File: src/clint_settings.svh
/* Address map, bus widths and timer prescaler of the CLINT.
   Included by the package and by every block that needs one of these values. */

`ifndef CLINT_SETTINGS_SVH
`define CLINT_SETTINGS_SVH

// ----------------------------------------------------------------------------
// address map
// ----------------------------------------------------------------------------

`define CLINT_BASE_ADDR     32'h0200_0000  // block base on the mmio port
`define CLINT_MSIP_OFS      32'h0000_0000  // software interrupt bit
`define CLINT_MTIMECMP_OFS  32'h0000_4000  // timer compare, 64 bits
`define CLINT_MTIME_OFS     32'h0000_bff8  // free-running time, 64 bits

// ----------------------------------------------------------------------------
// bus and timer widths
// ----------------------------------------------------------------------------

`define CLINT_ADDR_W      32  // request address
`define CLINT_TAG_W       4   // request tag, echoed on the response
`define CLINT_XLEN        64  // one data word, no byte-lane shift

// mtime steps when the prescaler wraps, i.e. once every 2**6 = 64 cycles
`define CLINT_TICK_DIV_W  6

`endif

File: src/clint_pkg.sv
/* Shared types of the CLINT bus and registers, plus the byte-lane merge
   used for every byte-enabled register write. */

`include "clint_settings.svh"

package clint_pkg;

  // --------------------------------------------------------------------------
  // bus types
  // --------------------------------------------------------------------------

  typedef enum logic [1:0] {
    M_XRD = 2'b00,  // load
    M_XWR = 2'b01   // store
  } mem_cmd_t;

  typedef logic [`CLINT_XLEN-1:0]   xlen_t;
  typedef logic [`CLINT_TAG_W-1:0]  tag_t;
  typedef logic [`CLINT_XLEN/8-1:0] be_t;

  // keeps the old byte where the lane is not enabled
  function automatic xlen_t merge_bytes(input xlen_t old_val, input xlen_t new_val,
                                        input be_t byte_en);
    xlen_t merged;
    for (int b = 0; b < `CLINT_XLEN/8; b++) begin
      merged[b*8 +: 8] = byte_en[b] ? new_val[b*8 +: 8] : old_val[b*8 +: 8];
    end
    return merged;
  endfunction

endpackage

File: src/clint_timebase.sv
/* Prescaler and mtime counter. mtime steps once per prescaler wrap, and a
   software store loads it per byte lane, taking priority over the step. */

`include "clint_settings.svh"

module clint_timebase (
  input  logic             i_clk,
  input  logic             i_reset_n,

  input  logic             i_mtime_we,
  input  clint_pkg::xlen_t i_wr_data,
  input  clint_pkg::be_t   i_wr_byte_en,

  output clint_pkg::xlen_t o_mtime
);

  import clint_pkg::*;

  logic [`CLINT_TICK_DIV_W-1:0] r_prescale;
  logic                         w_tick;
  xlen_t                        r_mtime;

  // --------------------------------------------------------------------------
  // prescaler
  // --------------------------------------------------------------------------

  always_ff @(posedge i_clk, negedge i_reset_n) begin
    if (!i_reset_n) begin
      r_prescale <= '0;
    end else begin
      r_prescale <= r_prescale + 1'b1;  // free-running, wraps
    end
  end

  assign w_tick = &r_prescale;  // last cycle of each period

  // --------------------------------------------------------------------------
  // mtime
  // --------------------------------------------------------------------------

  always_ff @(posedge i_clk, negedge i_reset_n) begin
    if (!i_reset_n) begin
      r_mtime <= '0;
    end else if (i_mtime_we) begin
      r_mtime <= merge_bytes(r_mtime, i_wr_data, i_wr_byte_en);  // store wins over tick
    end else if (w_tick) begin
      r_mtime <= r_mtime + 1'b1;
    end
  end

  assign o_mtime = r_mtime;

  // without a store, time only holds or steps by one
  a_mtime_step: assert property (@(posedge i_clk) disable iff (!i_reset_n)
    !i_mtime_we |=> (r_mtime == $past(r_mtime)) || (r_mtime == $past(r_mtime) + 1'b1))
    else $error("mtime jumped without a store");

endmodule

File: src/clint_regs.sv
/* msip and mtimecmp storage with the interrupt lines. The timer level is
   mtime >= mtimecmp, and each mtimecmp store raises the clear pulse. */

`include "clint_settings.svh"

module clint_regs (
  input  logic             i_clk,
  input  logic             i_reset_n,

  input  logic             i_msip_we,
  input  logic             i_mtimecmp_we,
  input  clint_pkg::xlen_t i_wr_data,
  input  clint_pkg::be_t   i_wr_byte_en,
  input  clint_pkg::xlen_t i_mtime,

  output logic             o_msip,
  output clint_pkg::xlen_t o_mtimecmp,
  output logic             o_ipi,
  output logic             o_timer_irq,
  output logic             o_timer_irq_clear
);

  import clint_pkg::*;

  logic  r_msip;
  xlen_t r_mtimecmp;

  // --------------------------------------------------------------------------
  // msip
  // --------------------------------------------------------------------------

  always_ff @(posedge i_clk, negedge i_reset_n) begin
    if (!i_reset_n) begin
      r_msip <= 1'b0;
    end else if (i_msip_we && i_wr_byte_en[0]) begin
      r_msip <= i_wr_data[0];  // upper bits are reserved
    end
  end

  // --------------------------------------------------------------------------
  // mtimecmp
  // --------------------------------------------------------------------------

  always_ff @(posedge i_clk, negedge i_reset_n) begin
    if (!i_reset_n) begin
      r_mtimecmp <= '0;
    end else if (i_mtimecmp_we) begin
      r_mtimecmp <= merge_bytes(r_mtimecmp, i_wr_data, i_wr_byte_en);
    end
  end

  // --------------------------------------------------------------------------
  // interrupt lines
  // --------------------------------------------------------------------------

  assign o_msip     = r_msip;      // read-back path
  assign o_mtimecmp = r_mtimecmp;
  assign o_ipi      = r_msip;

  // level, so high out of reset with both values at zero
  assign o_timer_irq = (i_mtime >= r_mtimecmp);

  // lets the hart drop a pending timer interrupt in the store cycle
  assign o_timer_irq_clear = i_mtimecmp_we;

  // the compare value only moves right after a clear pulse
  a_cmp_needs_clear: assert property (@(posedge i_clk) disable iff (!i_reset_n)
    (r_mtimecmp != $past(r_mtimecmp)) |-> $past(o_timer_irq_clear))
    else $error("mtimecmp changed without a clear pulse");

endmodule

File: src/clint_bus_slave.sv
/* Request/response slave of the CLINT. Decodes the full address into write
   strobes and a registered read response that is held while stalled. */

`include "clint_settings.svh"

module clint_bus_slave (
  input  logic                     i_clk,
  input  logic                     i_reset_n,

  // request channel
  input  logic                     i_req_valid,
  input  clint_pkg::mem_cmd_t      i_req_cmd,
  input  logic [`CLINT_ADDR_W-1:0] i_req_addr,
  input  clint_pkg::tag_t          i_req_tag,
  input  clint_pkg::xlen_t         i_req_data,
  input  clint_pkg::be_t           i_req_byte_en,
  output logic                     o_req_ready,

  // response channel
  output logic                     o_resp_valid,
  output clint_pkg::tag_t          o_resp_tag,
  output clint_pkg::xlen_t         o_resp_data,
  input  logic                     i_resp_ready,

  // register side
  input  logic                     i_msip,
  input  clint_pkg::xlen_t         i_mtimecmp,
  input  clint_pkg::xlen_t         i_mtime,
  output logic                     o_msip_we,
  output logic                     o_mtimecmp_we,
  output logic                     o_mtime_we,
  output clint_pkg::xlen_t         o_wr_data,
  output clint_pkg::be_t           o_wr_byte_en
);

  import clint_pkg::*;

  localparam logic [`CLINT_ADDR_W-1:0] MSIP_ADDR     = `CLINT_BASE_ADDR + `CLINT_MSIP_OFS;
  localparam logic [`CLINT_ADDR_W-1:0] MTIMECMP_ADDR = `CLINT_BASE_ADDR + `CLINT_MTIMECMP_OFS;
  localparam logic [`CLINT_ADDR_W-1:0] MTIME_ADDR    = `CLINT_BASE_ADDR + `CLINT_MTIME_OFS;

  logic  w_req_fire;
  logic  w_wr_fire;
  logic  w_rd_fire;
  logic  w_hit_msip;
  logic  w_hit_mtimecmp;
  logic  w_hit_mtime;
  xlen_t w_rd_data;

  logic  r_resp_valid;
  tag_t  r_resp_tag;
  xlen_t r_resp_data;

  // --------------------------------------------------------------------------
  // accept and decode
  // --------------------------------------------------------------------------

  assign o_req_ready = !(r_resp_valid && !i_resp_ready);  // stall only on a held response
  assign w_req_fire  = i_req_valid && o_req_ready;
  assign w_wr_fire   = w_req_fire && (i_req_cmd == M_XWR);
  assign w_rd_fire   = w_req_fire && (i_req_cmd == M_XRD);

  assign w_hit_msip     = (i_req_addr == MSIP_ADDR);
  assign w_hit_mtimecmp = (i_req_addr == MTIMECMP_ADDR);
  assign w_hit_mtime    = (i_req_addr == MTIME_ADDR);

  assign o_msip_we     = w_wr_fire && w_hit_msip;
  assign o_mtimecmp_we = w_wr_fire && w_hit_mtimecmp;
  assign o_mtime_we    = w_wr_fire && w_hit_mtime;
  assign o_wr_data     = i_req_data;
  assign o_wr_byte_en  = i_req_byte_en;

  always_comb begin
    w_rd_data = '0;  // unmapped reads still answer, with zero
    if (w_hit_msip) begin
      w_rd_data = xlen_t'(i_msip);
    end else if (w_hit_mtimecmp) begin
      w_rd_data = i_mtimecmp;
    end else if (w_hit_mtime) begin
      w_rd_data = i_mtime;
    end
  end

  // --------------------------------------------------------------------------
  // response register
  // --------------------------------------------------------------------------

  always_ff @(posedge i_clk, negedge i_reset_n) begin
    if (!i_reset_n) begin
      r_resp_valid <= 1'b0;
    end else if (w_req_fire) begin
      r_resp_valid <= w_rd_fire;  // old response, if any, drains this cycle
    end else if (i_resp_ready) begin
      r_resp_valid <= 1'b0;
    end
  end

  always_ff @(posedge i_clk) begin
    if (w_rd_fire) begin
      r_resp_tag  <= i_req_tag;
      r_resp_data <= w_rd_data;  // value before this edge's update
    end
  end

  assign o_resp_valid = r_resp_valid;
  assign o_resp_tag   = r_resp_tag;
  assign o_resp_data  = r_resp_data;

  a_resp_hold: assert property (@(posedge i_clk) disable iff (!i_reset_n)
    (o_resp_valid && !i_resp_ready)
      |=> o_resp_valid && $stable(o_resp_tag) && $stable(o_resp_data))
    else $error("response changed while stalled");

  a_one_strobe: assert property (@(posedge i_clk) disable iff (!i_reset_n)
    $onehot0({o_msip_we, o_mtimecmp_we, o_mtime_we}))
    else $error("more than one write strobe");

endmodule

File: src/clint_top.sv
/* CLINT for one hart on the load/store mmio port. Connects the bus slave,
   the msip/mtimecmp registers and the mtime timebase. */

`include "clint_settings.svh"

module clint_top (
  input  logic                     i_clk,
  input  logic                     i_reset_n,

  input  logic                     i_req_valid,
  input  clint_pkg::mem_cmd_t      i_req_cmd,
  input  logic [`CLINT_ADDR_W-1:0] i_req_addr,
  input  clint_pkg::tag_t          i_req_tag,
  input  clint_pkg::xlen_t         i_req_data,
  input  clint_pkg::be_t           i_req_byte_en,
  output logic                     o_req_ready,

  output logic                     o_resp_valid,
  output clint_pkg::tag_t          o_resp_tag,
  output clint_pkg::xlen_t         o_resp_data,
  input  logic                     i_resp_ready,

  output logic                     o_ipi,
  output logic                     o_timer_irq,
  output logic                     o_timer_irq_clear
);

  import clint_pkg::*;

  logic  w_msip_we;
  logic  w_mtimecmp_we;
  logic  w_mtime_we;
  xlen_t w_wr_data;
  be_t   w_wr_byte_en;
  logic  w_msip;
  xlen_t w_mtimecmp;
  xlen_t w_mtime;

  clint_bus_slave u_bus_slave (
    .i_clk         (i_clk),
    .i_reset_n     (i_reset_n),
    .i_req_valid   (i_req_valid),
    .i_req_cmd     (i_req_cmd),
    .i_req_addr    (i_req_addr),
    .i_req_tag     (i_req_tag),
    .i_req_data    (i_req_data),
    .i_req_byte_en (i_req_byte_en),
    .o_req_ready   (o_req_ready),
    .o_resp_valid  (o_resp_valid),
    .o_resp_tag    (o_resp_tag),
    .o_resp_data   (o_resp_data),
    .i_resp_ready  (i_resp_ready),
    .i_msip        (w_msip),
    .i_mtimecmp    (w_mtimecmp),
    .i_mtime       (w_mtime),
    .o_msip_we     (w_msip_we),
    .o_mtimecmp_we (w_mtimecmp_we),
    .o_mtime_we    (w_mtime_we),
    .o_wr_data     (w_wr_data),
    .o_wr_byte_en  (w_wr_byte_en)
  );

  clint_regs u_regs (
    .i_clk             (i_clk),
    .i_reset_n         (i_reset_n),
    .i_msip_we         (w_msip_we),
    .i_mtimecmp_we     (w_mtimecmp_we),
    .i_wr_data         (w_wr_data),
    .i_wr_byte_en      (w_wr_byte_en),
    .i_mtime           (w_mtime),
    .o_msip            (w_msip),
    .o_mtimecmp        (w_mtimecmp),
    .o_ipi             (o_ipi),
    .o_timer_irq       (o_timer_irq),
    .o_timer_irq_clear (o_timer_irq_clear)
  );

  clint_timebase u_timebase (
    .i_clk        (i_clk),
    .i_reset_n    (i_reset_n),
    .i_mtime_we   (w_mtime_we),
    .i_wr_data    (w_wr_data),
    .i_wr_byte_en (w_wr_byte_en),
    .o_mtime      (w_mtime)
  );

endmodule

File: config.mk
export PLATFORM = sky130hd
export DESIGN_NAME = clint_top
export DESIGN_NICKNAME = d
export VERILOG_FILES = /design/src/clint_pkg.sv /design/src/clint_timebase.sv /design/src/clint_regs.sv /design/src/clint_bus_slave.sv /design/src/clint_top.sv
export VERILOG_INCLUDE_DIRS = /design/src
export SDC_FILE = /design/constraint.sdc
export NUM_CORES = 1
export LEC_CHECK = 0
export BUFFER_PORTS_ARGS = -buffer_cell sky130_fd_sc_hd__buf_4
export CAP_MARGIN = 10
export CORE_UTILIZATION = 42
export CTS_BUF_LIST = sky130_fd_sc_hd__clkbuf_4 sky130_fd_sc_hd__clkbuf_8
export DETAILED_ROUTE_END_ITERATION = 8
export MAX_ROUTING_LAYER = met4
export SYNTH_ARGS = -nofsm -noshare
export SYNTH_HDL_FRONTEND = slang
export SYNTH_SLANG_ARGS = --single-unit
File: constraint.sdc
create_clock -name i_clk -period 3.57 [get_ports i_clk]
set_input_delay 0.357 -clock i_clk [delete_from_list [all_inputs] [get_ports i_clk]]
set_output_delay 0.357 -clock i_clk [all_outputs]
set_load 0.02 [all_outputs]
Word level (Yosys, flattened, before mapping)
Cells that the tools add are included.

Register bits after elaboration: 204. Input port bits: 114. Output and inout bits: 73.

Add/subtract/negate cells: 2. $lt $le $gt $ge: 1. Equal/unequal tests: 12. Muxes and demuxes: 15. Reduce and logical (&&, ||, !) cells: 30.

Operators by type and width (count): $mux 64 (4); $eq 32x26->1 const B (3); $add 64x1->64 const B (1); $ge 64x64->1 (1); $mux 8 (8); $reduce_and 2->1 (16); $ne 2x2->1 const B (8); $logic_and 1x1->1 (8); $add 6x1->6 const B (1); $reduce_and 6->1 (1); $reduce_bool 2->1 (2); $mux 1 (3); $eq 2x1->1 const B (1); $logic_not 1->1 (2); $logic_not 2->1 (1).

Longest topological paths before layout
Gate-level depths: netlist of the first run.

Depth in word-level cells: 8. Depth in mapped cells: 10.

Cells and area by module
From an unflattened synthesis of the first run, not the netlist that was laid out.

Cell total of the unflattened synthesis: 1344. Area, all modules: 12927.4 sq um.

By module, submodules not included: clint_timebase (times used 1, cells an instance 625, area an instance 4997.3 sq um); clint_regs (times used 1, cells an instance 365, area an instance 4003.8 sq um); clint_bus_slave (times used 1, cells an instance 354, area an instance 3926.3 sq um).

Worst setup path before layout of the first run
No wires, ideal clock.

Path kind: register -> register. Start point: register u_bus_slave.r_resp_valid (netlist: u_bus_slave.o_resp_valid). End point: register u_bus_slave.r_resp_data[0] (netlist: u_bus_slave.o_resp_data[0]), enable pin. Data arrival time: 3694 ps. Data required time: 3076 ps. Slack: -619 ps. Stages on the path, launching flop included: 4. Buffers on the path: 0. Clock period less this slack: 4189 ps. Path through: dfrtp_1 nand2b_1 nand3b_1 nor2_1.

Word-level cells in the longest chain between the ends: 4.

Ends and longest elaborated chain: start: declaration (RTL line clint_bus_slave.sv:50) `logic r_resp_valid;`; start signal: assignment (RTL line clint_bus_slave.sv:92) `r_resp_valid <= w_rd_fire;`; $logic_and 1x1->1 (RTL line clint_bus_slave.sv:58) `assign o_req_ready = !(r_resp_valid && !i_resp_ready);`; $logic_not 1->1 (RTL line clint_bus_slave.sv:58); via o_req_ready (RTL line clint_top.sv:16) `output logic o_req_ready,`; $logic_and 1x1->1 (RTL line clint_bus_slave.sv:59) `assign w_req_fire = i_req_valid && o_req_ready;`; $logic_and 1x1->1 (RTL line clint_bus_slave.sv:61) `assign w_rd_fire = w_req_fire && (i_req_cmd == M_XRD);`; via u_bus_slave.w_rd_fire (RTL line clint_bus_slave.sv:44) `logic w_rd_fire;`; end signal: assignment (RTL line clint_bus_slave.sv:101) `r_resp_data <= w_rd_data;`; end: declaration (RTL line clint_bus_slave.sv:52) `xlen_t r_resp_data;`.

The timed path passes the listed nets, and every way through them passes these cells. A chain may end at the register's enable or synchronous reset.

Worst setup path after layout of the first run
Start point: register u_timebase.r_mtime[55] (netlist: u_timebase.o_mtime[55]). End point: output o_timer_irq.

Word-level cells in the longest chain between the ends: 1.

Ends and longest elaborated chain: start: declaration (RTL line clint_timebase.sv:21) `xlen_t r_mtime;`; start signal: assignment (RTL line clint_timebase.sv:45) `r_mtime <= merge_bytes(r_mtime, i_wr_data, i_wr_byte_en);`; start signal: assignment (RTL line clint_timebase.sv:47) `r_mtime <= r_mtime + 1'b1;`; $ge 64x64->1 (RTL line clint_regs.sv:61) `assign o_timer_irq = (i_mtime >= r_mtimecmp);`; end: declaration (RTL line clint_top.sv:24) `output logic o_timer_irq,`.

No other way between the ends.

==> results of run 1 <==
[registers in the layout (all words and copies together) (netlist names)]
register and count:
u_regs.o_mtimecmp 64, u_regs.o_ipi 1, u_timebase.r_prescale 6, u_bus_slave.o_resp_valid 1, u_bus_slave.o_resp_tag 4, u_bus_slave.o_resp_data 64
u_timebase.o_mtime 64
[Yosys cell counts, types with 3 or more instances]
library cell and count:
o31ai_1 5, nor3_1 20, nand2b_1 6, nor2_1 63, nand3_1 48, nand4_1 39, o22ai_1 10, and3_1 19
mux2i_1 5, nor4_1 16, nand4b_1 3, nand3b_1 3, a41o_1 3, o21a_1 12, o211ai_1 4, o32ai_1 4
nand2_1 76, buf_2 7, or4_1 5, and4_1 17, a31oi_1 8, o21bai_1 5, a22o_1 63, a31o_2 6
or3_1 5, clkbuf_1 38, inv_1 76, o21ai_0 37, edfxtp_1 68, a211oi_1 12, a21o_1 11, and2_1 7
o211a_1 3, o221a_2 8, a21oi_1 76, ha_1 66, dfrtp_1 136, mux2_2 61, mux2_1 5, nand2_2 6
[cell families after synthesis]
kind of cell / share of synthesized area
simple gates: 0.160
compound gates: 0.178
flops: 0.475
buf+inv: 0.0437
mux: 0.0692
fa+ha+maj: 0.0720
xor+xnor: 0.00305
[area by class of cell]
cell class / count / area, um^2
multi-input cells: 774 / 5570
clock inverters: 11 / 103
clock buffers: 59 / 712
inverters: 76 / 285
well taps: 341 / 427
repair buffers: 230 / 1760
flip-flops and latches: 204 / 5450
fillers: 2459 / 12600
[metal layers]
layer / vias up / global-route usage
met4: 0 / 0.0798
li1: 4664 / -
met3: 60 / 0.0404
met2: 347 / 0.351
met5: - / -
met1: 4777 / 0.348
[stage by stage]
stage          utilization  instances
4_1_cts              0.531       1695
2_1_floorplan            -       1105
5_1_grt              0.532       1695
3_3_place_gp         0.499       1620
3_5_place_dp         0.499       1620
6_report             0.532       1695
[report_power, final]
part / leakage [nW] / switching [mW] / total (mW) / internal [mW]
sequential: 2.51 / 0.00506 / 2.43 / 2.43
clock: 0.435 / 1.01 / 2.42 / 1.42
combinational: 3.41 / 0.130 / 0.239 / 0.109
[worst max-delay path, delay by kind of cell, from the launching register on]
kind / cells / cell delay [ns]
buffers and inverters: 1 / 0.21
AOI/OAI and AO/OA: 2 / 0.24
adders and majority gates: 1 / 0.35
DFF: 1 / 0.46
and+or+nand+nor: 4 / 1.16
[worst max-delay path by stage]
| stage | start | end | cells after the start |
|---|---|---|---|
| floorplan | u_bus_slave.o_resp_valid$_DFFE_PN0P_ | u_bus_slave.o_resp_data[0]$_DFFE_PP_ | 3 |
| global placement | u_timebase.o_mtime[11]$_DFFE_PN0P_ | o_timer_irq | 8 |
| detailed placement | u_timebase.o_mtime[11]$_DFFE_PN0P_ | o_timer_irq | 8 |
| CTS | u_timebase.o_mtime[11]$_DFFE_PN0P_ | o_timer_irq | 8 |
| global route | u_timebase.o_mtime[55]$_DFFE_PN0P_ | o_timer_irq | 8 |
| finish | u_timebase.o_mtime[55]$_DFFE_PN0P_ | o_timer_irq | 8 |
[cell usage in the layout (no fill, tap or decap), types with 11 or more instances in the layout]
| master | instances |
|---|---|
| a21o_1 | 11 |
| and4_1 | 17 |
| nand2_1 | 76 |
| nor4_1 | 16 |
| ha_1 | 66 |
| nor2_1 | 61 |
| edfxtp_1 | 68 |
| dfrtp_1 | 136 |
| a22o_1 | 63 |
| buf_4 | 223 |
| nand3_1 | 48 |
| a21oi_1 | 76 |
| clkbuf_4 | 16 |
| a211oi_1 | 11 |
| inv_1 | 76 |
| nor3_1 | 18 |
| clkbuf_8 | 43 |
| nand4_1 | 39 |
| o21a_1 | 12 |
| and3_1 | 19 |
| o21ai_0 | 37 |
| mux2_2 | 61 |
[repair_timing]
action / 4_1_cts / 5_1_grt
resized for setup: 2 / 3
pin swaps: 0 / 0
endpoints found under the setup margin: 1 / 1
hold buffers: 5 / 0
hold endpoints to repair: 8 / 0
==> flow_summary.yaml, run 1 <==
outcome:
  status: "completed"
place:
  dpl.hpwl_um: 23700
  gp_congestion: 0.883
  pre_cts_slack_ns: 0.341
  placed_area_mm2: 0.0134
  io_buffer_count: 186
finish:
  drive_gt1_frac: 0.283
  syn2layout_area_growth_pct: 24.6
  antenna_cells: 0
  final_cell_area_mm2: 0.0143
  nets: 1504
detailed_routing:
  vias: 9848
  viasPerCell: 5.81
  drtIter0Drc: 833
  finalWirelength_um: 32900
  wire_per_inst_um: 19.4
  m1WireLength_um: 15500
  first_pass_iters: 5
  remaining_drc_errors: 0
  routed.top_layer: "met4"
  dr_wl_met3_um: 2160
  ant_nets: 0
  met2WireLength_um: 14400
floorplanning:
  fp.dieArea_mm2: 0.0280
  row_count: 60
  io-pin-count: 187
  core_area_mm2: 0.0269
  fp.dieW_um: 167
  die_y_um: 167
  start_util: 0.427
timing:
  finalCritPeriodShare: 0.929
  tns_ns: 0
  hold_violations: 0
  fin_ws_ns: 0.252
  finalClockSkew_ns: 0.0184
  drv_slew: 0
  hold_ws_ns: 0.0465
  tightest_slew_ns: 1.01
  slew_headroom: 0.330
  rsz0062_at_grt: "false"
  finalSetupViolCount: 0
  clock.fmax_mhz: 301
  period_minus_slack_ns: 3.32
global_route:
  antenna_found_initial: 1
  grt_pass1_vias: 9591
  grt_overflow: 0
  grt_max_degree: 103
  grt_pass1_wl_um: 52300
  grtUsageTotal: 0.244
critical_path:
  timing.rr.start: "u_timebase.o_mtime[1]$_DFFE_PN0P_"
  rrSetupSlack_ns: 0.67
  criticalPathCategory: "reg2out"
  slowest_stage: "nor4_1"
  cp_max_fo: 8
  reg2reg_to: "u_timebase.o_mtime[42]$_DFFE_PN0P_"
  end_kind: "output pin"
  crit_path_start_kind: "flop"
  r2r_cells: 7
  cpPeakStageDelay_ns: 0.48
  crit_top_cell: "nand4_1"
  path_cells: "ha_1 -> nand4_1 -> nor4_1 -> a211oi_2 -> nand4_1 -> a2111oi_2 -> nor3_1 -> buf_4"
  worstPathRequired_ns: 3.21
  cp_data_arrival_time_ns: 2.96
yosys:
  synth_flop_cell: "dfrtp_1"
  ys_ff_latch: 204
  synth_area_leaders: "dfrtp_1, edfxtp_1, ha_1"
  synth_nets: 1285
  syn_inst: 1105
  synth_warnings: 0
  syn_area_mm2: 0.0115
  ys_types: 68
  synth.avg_cell_area_um2: 10.4
  yosysSeqAreaShare: 0.475
  netlist.area_leader.share: 0.297
  ys_async_sr_fraction: 0.667
  synth_edf_count: 68
  yosys.area.top_type: "dfrtp_1"
cts:
  cts_tree: "done"
  cts_buffer_depth: 3
  cts_setup_buffers: 0
  clkTransAtPathRegs_ns: 0.06
  insertion_delay_ns: 0.54
  cts.sinks: 204
  cts_buffers: 38
  cts_root_buffer: "clkbuf_8"
  cts.htree.levels: 2
hold_path:
  hold_path_end: "u_timebase.o_mtime[5]$_DFFE_PN0P_"
  hold_depth: 2
  worstHoldStart: "i_req_data[5]"
  min_path_type: "in2reg"
power:
  power_density_mw_per_mm2: 356
  peakVddDrop_mv: 0.296
  totalPowerFinal_mw: 5.09
  p_leak_nw: 6.35
job:
  drv_cap: 0
Note: power is estimated with default switching activity, not from simulation.
==> inputs of run 2 (changes only) <==
ABC_AREA = 1   (was unset)
==> run 2 against run 1 <==
  * Sequential power hardly changed
  * Clock power hardly changed
  * Die area is 16% higher
  * Design area is 12% higher
  * Cell count is 51% higher
  * Wire length is 30% higher
  * Largest cell class unchanged
==> flow_summary.yaml, run 2 <==
finish:
  antenna_cells: 0
  fill_cells: 3161
  drive_gt1_frac: 0.137
  mostFrequentLayoutCells: "nand2_1, inv_1, nor2_1, buf_4, o21ai_0"
  nets: 2310
  mostFrequentLayoutCell: "nand2_1"
  syn2layout_area_growth_pct: 20.1
cts:
  cts_buffers: 39
  cts_root_buffer: "clkbuf_8"
  cts.sinks: 204
  cts_tree: "done"
  cts.repair.resized: 0
  insertion_delay_ns: 0.55
  cts_hold_buf: 5
  clkTransAtPathRegs_ns: 0.07
  cts.htree.levels: 2
  cts_setup_buffers: 0
  cts_buffer_depth: 3
yosys:
  synth_warnings: 0
  syn_area_mm2: 0.0134
  syn_inst: 1932
  ys_top_cells_by_count: "nand2_1, inv_1, nor2_1"
  synth_edf_count: 68
  ys_ff_latch: 204
  netlist.area_leader.share: 0.255
  synth_area_leaders: "dfrtp_1, nand2_1, edfxtp_1"
  synth_flop_cell: "dfrtp_1"
  ys_types: 34
  yosysSeqAreaShare: 0.408
  synth.avg_cell_area_um2: 6.91
  ys_async_sr_fraction: 0.667
  synth_nets: 2112
  yosys.area.top_type: "dfrtp_1"
  yosysMostFrequentCell: "nand2_1"
timing:
  hold_ws_ns: 0.0256
  rsz0062_at_grt: "false"
  clock.fmax_mhz: 345
  hold_violations: 0
  slew_headroom: 0.300
  finalClockSkew_ns: 0.0195
  tns_ns: 0
  finalCritPeriodShare: 0.811
  finalSetupViolCount: 0
  tightest_slew_ns: 1.05
  period_minus_slack_ns: 2.90
  drv_slew: 0
global_route:
  grtUsageTotal: 0.277
  grt_max_degree: 73
  grt_overflow: 0
  antenna_found_initial: 0
  grt_pass1_wl_um: 68700
  grt_pass1_vias: 12700
power:
  power_density_mw_per_mm2: 316
  p_leak_nw: 8.14
  peakVddDrop_mv: 0.214
detailed_routing:
  viasPerCell: 5.12
  drtIter0Drc: 967
  remaining_drc_errors: 0
  ant_nets: 0
  wire_per_inst_um: 16.8
  first_pass_iters: 5
  vias: 13100
  finalWirelength_um: 42900
job:
  drv_cap: 0
floorplanning:
  start_util: 0.432
  core_area_mm2: 0.0309
  fp.dieW_um: 180
  die_y_um: 180
  fp.dieArea_mm2: 0.0325
  row_count: 64
  io-pin-count: 187
hold_path:
  hold_path_end: "u_bus_slave.o_resp_valid$_DFFE_PN0P_"
  hold_depth: 2
  worstHoldStart: "i_req_cmd[0]"
  min_path_type: "in2reg"
critical_path:
  cp_max_fo: 5
  end_kind: "output pin"
  rrSetupSlack_ns: 1.03
  cp_data_arrival_time_ns: 2.54
  timing.rr.start: "u_bus_slave.o_resp_valid$_DFFE_PN0P_"
  crit_path_start_kind: "flop"
  r2r_cells: 10
  criticalPathCategory: "reg2out"
  reg2reg_to: "u_timebase.o_mtime[47]$_DFFE_PN0P_"
  worstPathRequired_ns: 3.21
outcome:
  status: "completed"
place:
  gp_congestion: 0.932
  io_buffer_count: 186
  dpl.hpwl_um: 32100
run 2: per-stage QoR:
step | instance area (um^2) | utilization | setup slack [ns] | power [mW] | instances
CTS | 16000 | 0.519 | 0.653 | 5.13 | 2556
detailed placement | 15200 | 0.491 | 0.594 | 2.72 | 2480
global placement | 15200 | 0.491 | 0.586 | 2.72 | 2480
finish | 16000 | 0.519 | 0.675 | 5.07 | 2556
floorplan | 13400 | - | 0.775 | 2.53 | 1932
global route | 16000 | 0.519 | 0.480 | 5.25 | 2556
run 2: cell type report:
cell class                 count  area, um^2  area share
inverter                     293        1100      0.0686
tap                          396         495      0.0309
timing repair buffer         205        1610       0.100
multi-input combinational   1387        6590       0.411
clock inverter                10        43.8     0.00273
sequential                   204        5450       0.339
clock buffer                  61         758      0.0473
run 2: cells by family after synthesis:
group / Yosys count / share of synthesized area
flops: 204 / 0.408
buf+inv: 341 / 0.100
xor+xnor: 29 / 0.0190
compound gates: 220 / 0.0855
simple gates: 1072 / 0.326
fa+ha+maj: 66 / 0.0618
run 2: power breakdown:
part	switching [mW]	total (mW)	internal, mW
Sequential	0.00297	2.43	2.43
Combinational	0.136	0.246	0.111
Clock	1.05	2.40	1.35
run 2: worst max-delay path, stage by stage (launching register included):
cell and delay (ns):
dfrtp_1 0.47, ha_1 0.34, nand2_1 0.06, nor2_1 0.18, nand4_1 0.19, nor2_1 0.21, nand2_1 0.08, nand2_1 0.17
nand2_1 0.08, nand2_1 0.08, buf_4 0.14
run 2: how the worst max path moves through the flow:
stage                                               startpoint                                   endpoint  slack, ns  cells after the start
after global placement                           i_req_addr[1]  u_bus_slave.o_resp_data[12]$_SDFFCE_PN0P_       0.59                      8
after CTS                    u_regs.o_mtimecmp[63]$_DFFE_PN0P_                                o_timer_irq       0.65                     11
after global routing                             i_req_addr[1]                          o_timer_irq_clear       0.48                      9
final                       u_timebase.o_mtime[31]$_DFFE_PN0P_                                o_timer_irq       0.67                     10
after floorplan           u_bus_slave.o_resp_valid$_DFFE_PN0P_       u_bus_slave.o_resp_data[0]$_DFFE_PP_       0.78                      3
after detailed placement                         i_req_addr[1]  u_bus_slave.o_resp_data[12]$_SDFFCE_PN0P_       0.59                      8
run 2: routing by layer:
layer / GRT usage / vias up / part of all wire
met5: - / - / 0
met4: 0.0961 / 0 / 0.032
met3: 0.0382 / 80 / 0.059
met2: 0.439 / 407 / 0.45
met1: 0.363 / 6123 / 0.45
li1: - / 6481 / -
